`src/rtl/mbus_pkg.sv`:
```
// ----------------------------------------------------------
// Shared types and constants for the station bus data link
// CRC-8 is poly 0x07 with zero init, no reflection, no final XOR
// ----------------------------------------------------------
package mbus_pkg;

    // ----------------------------------------------------------
    // Line timing
    // ----------------------------------------------------------
    // sys_clk cycles per line bit
    localparam int BIT_CYCLES  = 8;
    // Receiver sample point inside a bit period
    localparam int SAMPLE_AT   = BIT_CYCLES / 2;
    // Start bit, eight data bits, stop bit
    localparam int BYTE_BITS   = 10;

    // ----------------------------------------------------------
    // Frame layout
    // ----------------------------------------------------------
    // Header, four data bytes, CRC
    localparam int FRAME_BYTES = 6;
    localparam int DATA_BYTES  = 4;

    // Counter widths
    localparam int CYC_W       = $clog2(BIT_CYCLES);
    localparam int BIT_W       = $clog2(BYTE_BITS);
    localparam int BYTE_W      = $clog2(FRAME_BYTES);
    localparam int COUNT_W     = 16;

    localparam logic [7:0] CRC_POLY = 8'h07;
    localparam logic [7:0] CRC_INIT = 8'h00;

    // Application frame without CRC
    // data[7:0] is data byte 0, first on the line after the header
    typedef struct packed {
        logic [7:0]              header;
        logic [DATA_BYTES*8-1:0] data;
    } mbus_frame_t;

    // Received frame with check result
    typedef struct packed {
        mbus_frame_t frame;
        logic        crc_err;
    } mbus_rx_t;

    // Link statistics, both counters saturate
    typedef struct packed {
        logic [COUNT_W-1:0] good_count;
        logic [COUNT_W-1:0] err_count;
    } mbus_stats_t;

    // Advance a CRC-8 by one byte, MSB first
    function automatic logic [7:0] crc8_byte(input logic [7:0] crc,
                                             input logic [7:0] data);
        logic [7:0] c;
        c = crc ^ data;
        for (int i = 0; i < 8; i++) begin
            // Shift out the top bit, fold in the polynomial when it was set
            c = c[7] ? ((c << 1) ^ CRC_POLY) : (c << 1);
        end
        return c;
    endfunction

endpackage

```
`src/rtl/mbus_tx_serializer.sv`:
```
`timescale 1ns/1ns
// ----------------------------------------------------------
// Frame transmitter, six back to back bytes per request
// Requests while busy are dropped without any queue
// ----------------------------------------------------------
module mbus_tx_serializer (
    input  logic                  sys_clk,
    input  logic                  reset,
    input  logic                  tx_req,
    input  mbus_pkg::mbus_frame_t tx_frame,
    output logic                  tx_busy,
    output logic                  line_tx,
    output logic                  line_txen
);
    import mbus_pkg::*;

    logic                    busy_q;
    logic [CYC_W-1:0]        cyc_q;
    logic [BIT_W-1:0]        bit_q;
    logic [BYTE_W-1:0]       byte_q;
    // Data bytes still to send, next one in the low byte
    logic [DATA_BYTES*8-1:0] data_q;
    logic [7:0]              crc_q;
    // Current byte with start and stop, line bit in bit 0
    logic [BYTE_BITS-1:0]    sh_q;
    logic                    accept;
    logic                    bit_end;
    logic                    byte_end;
    logic [7:0]              next_byte;

    assign accept    = tx_req && !busy_q;
    assign bit_end   = busy_q && (cyc_q == CYC_W'(BIT_CYCLES - 1));
    assign byte_end  = bit_end && (bit_q == BIT_W'(BYTE_BITS - 1));
    // CRC goes out after the last data byte
    assign next_byte = (byte_q == BYTE_W'(FRAME_BYTES - 2)) ? crc_q : data_q[7:0];

    // ----------------------------------------------------------
    // Bit period, bit index and byte index counters
    // ----------------------------------------------------------
    always_ff @(posedge sys_clk) begin
        if (reset) begin
            busy_q <= 1'b0;
            cyc_q  <= '0;
            bit_q  <= '0;
            byte_q <= '0;
        end else if (accept) begin
            busy_q <= 1'b1;
            cyc_q  <= '0;
            bit_q  <= '0;
            byte_q <= '0;
        end else if (busy_q) begin
            cyc_q <= bit_end ? '0 : cyc_q + 1'b1;
            if (byte_end) begin
                bit_q <= '0;
                // Last stop bit done
                if (byte_q == BYTE_W'(FRAME_BYTES - 1)) begin
                    busy_q <= 1'b0;
                end else begin
                    byte_q <= byte_q + 1'b1;
                end
            end else if (bit_end) begin
                bit_q <= bit_q + 1'b1;
            end
        end
    end

    // ----------------------------------------------------------
    // Byte shifter and running CRC
    // ----------------------------------------------------------
    always_ff @(posedge sys_clk) begin
        if (accept) begin
            // Header first, high start bit in bit 0
            sh_q   <= {1'b0, tx_frame.header, 1'b1};
            data_q <= tx_frame.data;
            crc_q  <= crc8_byte(CRC_INIT, tx_frame.header);
        end else if (byte_end) begin
            sh_q   <= {1'b0, next_byte, 1'b1};
            data_q <= data_q >> 8;
            // Fold each data byte in as it is loaded
            if (byte_q < BYTE_W'(DATA_BYTES)) begin
                crc_q <= crc8_byte(crc_q, data_q[7:0]);
            end
        end else if (bit_end) begin
            sh_q <= sh_q >> 1;
        end
    end

    // Same enable on txen and busy
    assign tx_busy   = busy_q;
    assign line_txen = busy_q;
    // Line idles low
    assign line_tx   = busy_q & sh_q[0];

endmodule

```
`src/rtl/mbus_rx_deserializer.sv`:
```
`timescale 1ns/1ns
// ----------------------------------------------------------
// Frame receiver on the ORed bus line, mid-bit sampling
// No resync inside a byte, so line skew must stay well under half a bit
// ----------------------------------------------------------
module mbus_rx_deserializer (
    input  logic               sys_clk,
    input  logic               reset,
    input  logic               line_rx,
    output logic               rx_valid,
    output mbus_pkg::mbus_rx_t rx_data
);
    import mbus_pkg::*;

    logic [1:0]              sync_q;
    logic                    prev_q;
    logic                    line_s;
    logic                    rise;
    logic                    active_q;
    logic [CYC_W-1:0]        cyc_q;
    logic [BIT_W-1:0]        bit_q;
    logic [BYTE_W-1:0]       byte_q;
    logic                    sample;
    logic                    stop_ok;
    logic                    last_byte;
    logic [7:0]              sh_q;
    // Header and data bytes, header ends up in the low byte
    logic [DATA_BYTES*8+7:0] buf_q;
    logic [7:0]              crc_q;
    logic [7:0]              crc_base;
    logic                    valid_q;

    // Two flop synchronizer output
    assign line_s    = sync_q[1];
    assign rise      = line_s && !prev_q;
    assign sample    = active_q && (cyc_q == CYC_W'(SAMPLE_AT - 1));
    assign stop_ok   = sample && (bit_q == BIT_W'(BYTE_BITS - 1)) && !line_s;
    assign last_byte = (byte_q == BYTE_W'(FRAME_BYTES - 1));
    // Fresh CRC on the header byte
    assign crc_base  = (byte_q == '0) ? CRC_INIT : crc_q;

    // ----------------------------------------------------------
    // Edge detect and bit sequencing
    // ----------------------------------------------------------
    always_ff @(posedge sys_clk) begin
        if (reset) begin
            sync_q   <= '0;
            prev_q   <= 1'b0;
            active_q <= 1'b0;
            cyc_q    <= '0;
            bit_q    <= '0;
            byte_q   <= '0;
            valid_q  <= 1'b0;
        end else begin
            sync_q  <= {sync_q[0], line_rx};
            prev_q  <= line_s;
            valid_q <= 1'b0;
            if (!active_q) begin
                // Start edge opens a byte
                if (rise) begin
                    active_q <= 1'b1;
                    cyc_q    <= '0;
                    bit_q    <= '0;
                end
            end else begin
                cyc_q <= (cyc_q == CYC_W'(BIT_CYCLES - 1)) ? '0 : cyc_q + 1'b1;
                if (sample) begin
                    if (bit_q == '0 && !line_s) begin
                        // Start glitch
                        active_q <= 1'b0;
                        byte_q   <= '0;
                    end else if (bit_q == BIT_W'(BYTE_BITS - 1)) begin
                        active_q <= 1'b0;
                        if (line_s) begin
                            // Bad stop bit, drop the frame
                            byte_q <= '0;
                        end else if (last_byte) begin
                            byte_q  <= '0;
                            valid_q <= 1'b1;
                        end else begin
                            byte_q <= byte_q + 1'b1;
                        end
                    end else begin
                        bit_q <= bit_q + 1'b1;
                    end
                end
            end
        end
    end

    // ----------------------------------------------------------
    // Byte assembly, frame buffer and CRC check
    // ----------------------------------------------------------
    always_ff @(posedge sys_clk) begin
        // LSB first, data bits only
        if (sample && bit_q != '0 && bit_q != BIT_W'(BYTE_BITS - 1)) begin
            sh_q <= {line_s, sh_q[7:1]};
        end
        if (stop_ok) begin
            if (last_byte) begin
                rx_data.frame.header <= buf_q[7:0];
                rx_data.frame.data   <= buf_q[DATA_BYTES*8+7:8];
                rx_data.crc_err      <= (sh_q != crc_q);
            end else begin
                buf_q <= {sh_q, buf_q[DATA_BYTES*8+7:8]};
                crc_q <= crc8_byte(crc_base, sh_q);
            end
        end
    end

    assign rx_valid = valid_q;

endmodule

```
`src/rtl/mbus_link_stats.sv`:
```
`timescale 1ns/1ns
// ----------------------------------------------------------
// Good and bad frame counters, both stick at all ones
// ----------------------------------------------------------
module mbus_link_stats (
    input  logic                  sys_clk,
    input  logic                  reset,
    input  logic                  rx_valid,
    input  logic                  crc_err,
    output mbus_pkg::mbus_stats_t stats,
    output logic                  link_led
);
    import mbus_pkg::*;

    logic [COUNT_W-1:0] good_q;
    logic [COUNT_W-1:0] err_q;
    // Result of the most recent frame
    logic               led_q;

    // ----------------------------------------------------------
    // Counters, one cycle behind rx_valid
    // ----------------------------------------------------------
    always_ff @(posedge sys_clk) begin
        if (reset) begin
            good_q <= '0;
            err_q  <= '0;
            led_q  <= 1'b0;
        end else if (rx_valid) begin
            if (crc_err) begin
                // Saturate
                if (err_q != '1) begin
                    err_q <= err_q + 1'b1;
                end
                led_q <= 1'b0;
            end else begin
                if (good_q != '1) begin
                    good_q <= good_q + 1'b1;
                end
                led_q <= 1'b1;
            end
        end
    end

    assign stats    = '{good_count: good_q, err_count: err_q};
    assign link_led = led_q;

endmodule

```
`src/rtl/mbus_link_top.sv`:
```
`timescale 1ns/1ns
// ----------------------------------------------------------
// Station bus link, both lines carry the same stream
// Receive uses the wired OR of the two lines, idle low
// ----------------------------------------------------------
module mbus_link_top (
    input  logic                  sys_clk,
    input  logic                  reset,
    input  logic                  tx_req,
    input  mbus_pkg::mbus_frame_t tx_frame,
    input  logic                  mb_rx1,
    input  logic                  mb_rx2,
    output logic                  tx_busy,
    output logic                  mb_tx1,
    output logic                  mb_txen1,
    output logic                  mb_tx2,
    output logic                  mb_txen2,
    output logic                  rx_valid,
    output mbus_pkg::mbus_rx_t    rx_data,
    output mbus_pkg::mbus_stats_t stats,
    output logic                  link_led
);

    logic line_tx;
    logic line_txen;
    logic line_rx;

    // ----------------------------------------------------------
    // Line pins
    // ----------------------------------------------------------
    assign line_rx  = mb_rx1 | mb_rx2;
    assign mb_tx1   = line_tx;
    assign mb_txen1 = line_txen;
    assign mb_tx2   = line_tx;
    assign mb_txen2 = line_txen;

    // ----------------------------------------------------------
    // Link blocks
    // ----------------------------------------------------------
    mbus_tx_serializer u_tx (
        .sys_clk   (sys_clk),
        .reset     (reset),
        .tx_req    (tx_req),
        .tx_frame  (tx_frame),
        .tx_busy   (tx_busy),
        .line_tx   (line_tx),
        .line_txen (line_txen)
    );

    mbus_rx_deserializer u_rx (
        .sys_clk  (sys_clk),
        .reset    (reset),
        .line_rx  (line_rx),
        .rx_valid (rx_valid),
        .rx_data  (rx_data)
    );

    // Only the check result feeds the counters
    mbus_link_stats u_stats (
        .sys_clk  (sys_clk),
        .reset    (reset),
        .rx_valid (rx_valid),
        .crc_err  (rx_data.crc_err),
        .stats    (stats),
        .link_led (link_led)
    );

endmodule

```
`config.mk`:
```
export PLATFORM = sky130hd
export DESIGN_NAME = mbus_link_top
export DESIGN_NICKNAME = d
export VERILOG_FILES = /design/src/rtl/mbus_pkg.sv /design/src/rtl/mbus_tx_serializer.sv /design/src/rtl/mbus_rx_deserializer.sv /design/src/rtl/mbus_link_stats.sv /design/src/rtl/mbus_link_top.sv
export SDC_FILE = /design/constraint.sdc
export NUM_CORES = 1
export LEC_CHECK = 0
export BUFFER_PORTS_ARGS = -buffer_cell sky130_fd_sc_hd__buf_2
export CAP_MARGIN = 20
export CORE_ASPECT_RATIO = 0.8
export CORE_MARGIN = 4
export CORE_UTILIZATION = 61
export CTS_CLUSTER_DIAMETER = 100
export DETAILED_ROUTE_END_ITERATION = 10
export PLACE_DENSITY = 0.89
export SYNTH_ARGS = -nofsm -noshare
export SYNTH_HDL_FRONTEND = slang
export SYNTH_SLANG_ARGS = --single-unit
```
`constraint.sdc`:
```
create_clock -name sys_clk -period 11.9 [get_ports sys_clk]
set_clock_uncertainty 0.05 [all_clocks]
set_input_delay 2.38 -clock sys_clk [delete_from_list [all_inputs] [get_ports sys_clk]]
set_output_delay 2.38 -clock sys_clk [all_outputs]
set_load 0.01 [all_outputs]
```
==> results.py, run 1 <==
metrics = {
    "sta": {
        "finalCriticalPeriod_ns": 3.868,
        "rsz0062_at_grt": "no",
        "finalHoldViolCount": 0,
        "finalMaxSlewViolations": 0,
        "fin_hold_ws_ns": 0.3685,
        "finalSetupViolCount": 0,
        "fmax_ghz": 0.2586,
        "fin_crit_sh_pct": 32.50,
        "tns_ns": 0,
        "worst_pin_slew_ns": 0.7027,
        "maxSlewHeadroom_pct": 53.04,
    },
    "floorplan": {
        "rows": 39,
        "initial_utilization_pct": 62.09,
        "die-area_sq_um": 16510,
        "core_area_sq_um": 14250,
        "ios": 125,
        "die_x_um": 142.6,
        "fp.dieH_um": 115.7,
    },
    "cts": {
        "clkTransAtPathRegs_ns": 0.06,
        "cts-root-buf": "clkbuf_16",
        "ctsResizeCount": 0,
        "clkLatencyLatePin_ns": 0.48,
        "hold_buffers": 0,
        "clock-sinks": 205,
        "cts_tree": "yes",
        "cts_setup_buffers": 0,
        "htreeDepth": 1,
        "cts_inserted_buffers": 21,
        "clock_path_buffers": 3,
    },
    "layout": {
        "nets": 924,
        "n_fill_cell": 987,
        "final_core_util_pct": 72.26,
        "multi_input_area_sq_um": 3128,
        "drive_above_1_share_pct": 20.75,
        "area_delta_synth_final_pct": 16.38,
        "final_cell_mix": "edfxtp_1, buf_2, nand2_1, dfxtp_1, xnor2_1",
        "final_common_cell": "edfxtp_1",
        "seqCellArea_sq_um": 5555,
        "n_antenna_cell": 0,
        "final_cells": 1061,
    },
    "synthesis": {
        "synth_area_leader_cell": "edfxtp_1",
        "ys_seq_area_share_pct": 62.79,
        "synth_warnings": 0,
        "ys_async_sr_fraction_pct": 0,
        "synth_nets": 798,
        "synth_top_area_share_pct": 49.22,
        "syn_area_per_cell_sq_um": 11.99,
        "synth_seq_cells": 205,
        "syn_inst": 738,
        "synth_enable_flop_cells": 145,
        "syn_area_sq_um": 8847,
        "synth.distinct_cells": 56,
        "synthFlopType": "edfxtp_1",
        "synthTopCellsByArea": "edfxtp_1, dfxtp_1, nand2_1",
    },
    "detailed_routing": {
        "vias_per_cell": 5.536,
        "drcViolationCount": 0,
        "drt_first_pass_iters": 4,
        "wirelength_um": 16630,
        "drtIter0Drc": 306,
        "wire_per_inst_um": 15.67,
        "dr_total_vias": 5874,
        "drtAntennaViolNets": 0,
    },
    "hold_path": {
        "hold_class": "reg2reg",
        "worstHoldPathCells": 0,
    },
    "run_status": {
        "status": "completed",
    },
    "grt": {
        "antenna_found_initial": 0,
        "track_usage_pct": 20.09,
        "grt_first_pass_wirelength_um": 27170,
        "grt_pass1_vias": 5750,
        "grt_max_degree": 61,
        "gr-total-overflow": 0,
    },
    "setup_path": {
        "required_ns": 9.47,
        "cp.arrival_ns": 1.44,
        "critPathLaunchType": "flip-flop",
        "crit_type": "reg2out",
        "ff2ff_path_depth": 6,
        "cp-end-kind": "output port",
        "crit_fanout": 11,
    },
    "pwr": {
        "finalPower_w": 0.001518,
        "peakVddDrop_mv": 0.1347,
        "p_leak_nw": 3.895,
        "power_density_nw_per_um2": 147.4,
    },
    "run": {
        "cap_violations": 0,
    },
    "placed_design": {
        "dpl.hpwl_um": 11410,
        "place_inst": 1022,
        "io_buffers": 124,
        "gp_congestion": 0.8425,
    },
}
==> cell type report <==
cell class,instances,area share [%]
Clock buffer,28,5.456
Sequential cell,205,53.96
Inverter,16,0.5833
Timing Repair Buffer,132,6.781
Clock inverter,8,0.6076
Tap cell,184,2.236
Multi-Input combinational cell,488,30.38
==> synthesized netlist by cell type (all sizes together), types with 2 or more instances <==
library cell  number
or2                4
nor4               7
nand2b             6
o21ai             23
ha                15
xnor2             44
mux2i             13
mux2               5
xor2              34
edfxtp           145
and2              13
a211o              2
clkbuf            21
buf                8
a2111oi            2
or4               18
a21oi             41
o41ai              2
o32ai              2
nor2b             11
and4               4
nor3b              4
a211oi             2
nand3             12
dfxtp             60
o31ai             17
a22o               7
nand3b             5
nand4             10
or3               11
inv               16
nor3              15
nor2              29
nand2            121
==> power breakdown <==
group	total (W)	switching, W	internal (W)	leakage, nW
registers	0.000797	0.0000110	0.000786	1.82
logic	0.000122	0.0000669	0.0000552	1.78
clock network	0.000599	0.000247	0.000352	0.301
==> flip-flops by register name (all words and copies together) (netlist names), 4 cells and up <==
name / flops
u_rx.sh_q: 8
u_rx.buf_q: 40
u_rx.rx_data: 41
u_tx.bit_q: 4
u_tx.data_q: 32
u_rx.bit_q: 4
u_tx.crc_q: 8
u_tx.sh_q: 9
u_stats.err_q: 16
u_rx.crc_q: 8
u_stats.good_q: 16
==> worst max-delay path, stage by stage, from the launching register on <==
cell and delay, ns:
dfxtp_1 0.55, and2_1 0.26, buf_2 0.15
==> worst paths after layout <==
check                                to  slack, ns                        from
max                              mb_tx2       8.03   u_tx.line_txen$_SDFF_PP0_
min          u_rx.rx_data[40]$_DFFE_PP_       0.37     u_rx.buf_q[7]$_DFFE_PP_
max reg2reg  u_rx.rx_data[40]$_DFFE_PP_       9.33  u_rx.cyc_q[0]$_SDFFE_PP0P_
min reg2reg  u_rx.rx_data[40]$_DFFE_PP_       0.37     u_rx.buf_q[7]$_DFFE_PP_
==> cells by family after synthesis <==
family / Yosys count / synth area share, %
simple gates: 275 / 16.09
compound gates: 102 / 7.071
flops: 205 / 62.79
xor+xnor: 78 / 7.722
mux: 18 / 2.107
buf+inv: 45 / 2.093
fa+ha+maj: 15 / 2.121
==> through the flow <==
step	area [sq um]	setup slack (ns)
6_report	10300	8.032
5_1_grt	10300	7.939
4_1_cts	10260	8.024
3_5_place_dp	9632	8.036
3_3_place_gp	9632	8.114
2_1_floorplan	8847	7.773
==> routing by layer <==
metal  up-vias  wire [um]  GRT usage, %
met5         -          0             0
met4         0        300         4.433
met3        22        788         3.300
met2       119       8205         34.11
met1      2818       7333         27.65
li1       2915          -             -
Power figures use the tool's default switching activity.
==> inputs of run 2 (changes only) <==
CORE_UTILIZATION = 52   (was 61)
PLACE_DENSITY = 0.81   (was 0.89)
clock period = 3.4 ns   (was 11.9 ns; I/O delays follow)
==> run 2 against run 1 <==
  * Power grew to 3.6 times the previous value
  * Sequential share of layout area is 0.36 points lower
  * Via count decreased by 1.1%
  * Final cell count is 3.6% higher
  * Critical endpoint is now u_rx.buf_q[27]$_DFFE_PP_
  * Non-clock buffer count unchanged
  * Clock power increased to 3.7 times the previous value
  * Register-to-register slack got worse by 8.4 ns
  * First-iteration DRC count is 6.5% higher
  * Hold slack worse by 0.013 ns
  * Global-route usage shrank 3.4 points
==> results.py, run 2 (same netlist as run 1, synthesis figures left out) <==
metrics = {
    "layout": {
        "reg_top3": "u_rx.rx_data x41, u_rx.buf_q x40, u_tx.data_q x32",
        "final_core_util_pct": 62.42,
        "area_delta_synth_final_pct": 17.15,
        "final_cell_mix": "edfxtp_1, buf_2, nand2_1, dfxtp_1, xnor2_1",
        "largest_register_ffs": 41,
        "top_register": "u_rx.rx_data",
        "seqCellArea_sq_um": 5555,
        "final_common_cell": "edfxtp_1",
        "final_cells": 1099,
        "multi_input_area_sq_um": 3128,
        "nets": 924,
        "drive_above_1_share_pct": 21.39,
        "n_fill_cell": 1316,
        "n_antenna_cell": 0,
    },
    "grt": {
        "gr-total-overflow": 0,
        "grt_first_pass_wirelength_um": 26920,
        "grt_max_degree": 49,
        "grt_pass1_vias": 5584,
        "track_usage_pct": 16.64,
        "antenna_found_initial": 0,
    },
    "setup_path": {
        "required_ns": 3.47,
        "crit_fanout": 48,
        "critPathLaunchType": "flip-flop",
        "r2r-end": "u_rx.buf_q[27]$_DFFE_PP_",
        "r2r-start": "u_rx.cyc_q[0]$_SDFFE_PP0P_",
        "rrSetupSlack_ns": 0.96,
        "crit_type": "reg2reg",
        "cp.arrival_ns": 2.51,
        "ff2ff_path_depth": 6,
        "cp-end-kind": "flip-flop",
    },
    "placed_design": {
        "dpl.hpwl_um": 11340,
        "place_inst": 1061,
        "io_buffers": 124,
        "gp_congestion": 0.8334,
    },
    "detailed_routing": {
        "drt_first_pass_iters": 4,
        "wirelength_um": 16620,
        "drcViolationCount": 0,
        "wire_per_inst_um": 15.12,
        "drtAntennaViolNets": 0,
        "dr_total_vias": 5809,
        "drtIter0Drc": 326,
        "vias_per_cell": 5.286,
    },
    "sta": {
        "fin_crit_sh_pct": 71.76,
        "rsz0062_at_grt": "no",
        "worst_pin_slew_ns": 0.8258,
        "finalSetupViolCount": 0,
        "maxSlewHeadroom_pct": 44.70,
        "finalMaxSlewViolations": 0,
        "fmax_ghz": 0.4099,
        "finalHoldViolCount": 0,
        "tns_ns": 0,
        "finalCriticalPeriod_ns": 2.440,
    },
    "pwr": {
        "peakVddDrop_mv": 0.3581,
        "power_density_nw_per_um2": 521.6,
        "power.share.clock_pct": 40.8,
        "swShare_pct": 21.71,
        "p_leak_nw": 3.912,
        "p_sw_w": 0.001174,
        "p_seq_share_pct": 51.5,
        "internal_power_w": 0.004233,
        "power.share.combinational_pct": 7.7,
    },
    "cts": {
        "htreeDepth": 1,
        "clkTransAtPathRegs_ns": 0.06,
        "clock_path_buffers": 3,
        "clock-sinks": 205,
        "ctsResizeCount": 0,
        "cts_tree": "yes",
        "clkLatencyLatePin_ns": 0.49,
        "cts_setup_buffers": 0,
        "hold_buffers": 0,
        "cts-root-buf": "clkbuf_16",
        "cts_inserted_buffers": 21,
    },
    "run_status": {
        "status": "completed",
    },
    "floorplan": {
        "ios": 125,
        "die_x_um": 153.8,
        "initial_utilization_pct": 53.28,
        "fp.dieH_um": 124.7,
        "rows": 42,
        "die-area_sq_um": 19180,
        "core_area_sq_um": 16610,
    },
    "hold_path": {
        "worstHoldStart": "mb_rx1",
        "worstHoldPathCells": 3,
        "hold_end": "u_rx.sync_q[0]$_SDFF_PP0_",
        "hold_class": "in2reg",
    },
    "run": {
        "cap_violations": 0,
    },
}
## run 2: cell types whose count changed in the layout (fill, tap and decap cells not counted)
cell        change
clkbuf_1        -4
buf_4           +2
clkinv_4        +1
buf_2           -1
buf_16          -1
clkinvlp_4      +1
clkbuf_8        -1
bufinv_16       +1
clkinv_2        +3
inv_6           +1
## run 2: how the worst max path moves through the flow
stage | from | endpoint | slack, ns | cells after the start
after CTS | u_rx.cyc_q[0]$_SDFFE_PP0P_ | u_rx.buf_q[36]$_DFFE_PP_ | 0.95 | 6
final | u_rx.cyc_q[0]$_SDFFE_PP0P_ | u_rx.buf_q[27]$_DFFE_PP_ | 0.96 | 6
after detailed placement | u_rx.cyc_q[0]$_SDFFE_PP0P_ | u_rx.buf_q[6]$_DFFE_PP_ | 0.96 | 6
after floorplan | u_rx.cyc_q[0]$_SDFFE_PP0P_ | u_rx.buf_q[0]$_DFFE_PP_ | 0.35 | 5
after global routing | u_rx.cyc_q[0]$_SDFFE_PP0P_ | u_rx.buf_q[27]$_DFFE_PP_ | 0.82 | 6
after global placement | u_rx.cyc_q[0]$_SDFFE_PP0P_ | u_rx.buf_q[6]$_DFFE_PP_ | 1.03 | 6
## run 2: worst max-delay path: stages (launching register included)
cell and delay, ns:
dfxtp_1 0.36, ha_1 0.20, ha_1 0.16, nand2_1 0.10, or4_4 0.55, a21oi_4 0.12
buf_4 0.49
## run 2: power groups by stage
| stage | logic, W | registers, W | clock network [W] |
|---|---|---|---|
| 2_1_floorplan | 0.000325 | 0.00283 | 0 |
| 3_3_place_gp | 0.000407 | 0.00284 | 0 |
| 3_5_place_dp | 0.000411 | 0.00284 | 0 |
| 4_1_cts | 0.000416 | 0.00279 | 0.00226 |
| 5_1_grt | 0.000457 | 0.00279 | 0.00236 |
| 6_report | 0.000414 | 0.00279 | 0.00221 |
## run 2: cell type report
type	count	share of cell area (%)
well taps	220	2.656
multi-input cells	488	30.18
inverters	16	0.5794
repair buffers	132	6.567
clock inverters	15	1.280
flip-flops and latches	205	53.60
clock buffers	23	5.142
## run 2: metrics by stage
stage	total power, W	worst slack [ns]	cell area [sq um]	hold slack (ns)
after floorplan	0.003155	0.3459	8853	0.3503
after global placement	0.003244	1.027	9699	0.3526
after detailed placement	0.003251	0.9638	9699	0.3545
after CTS	0.005464	0.9525	10360	0.3371
after global routing	0.005613	0.8159	10360	0.3471
final	0.005406	0.9602	10360	0.3551
## run 2: per-layer routing
metal	wire, um	global-route usage [%]	share of wire, %	up-vias
met5	0	0	0	-
met4	320	3.946	1.9	0
met3	817	3.473	4.9	25
met2	7596	26.30	46	122
met1	7880	23.82	47	2749
li1	-	-	-	2913
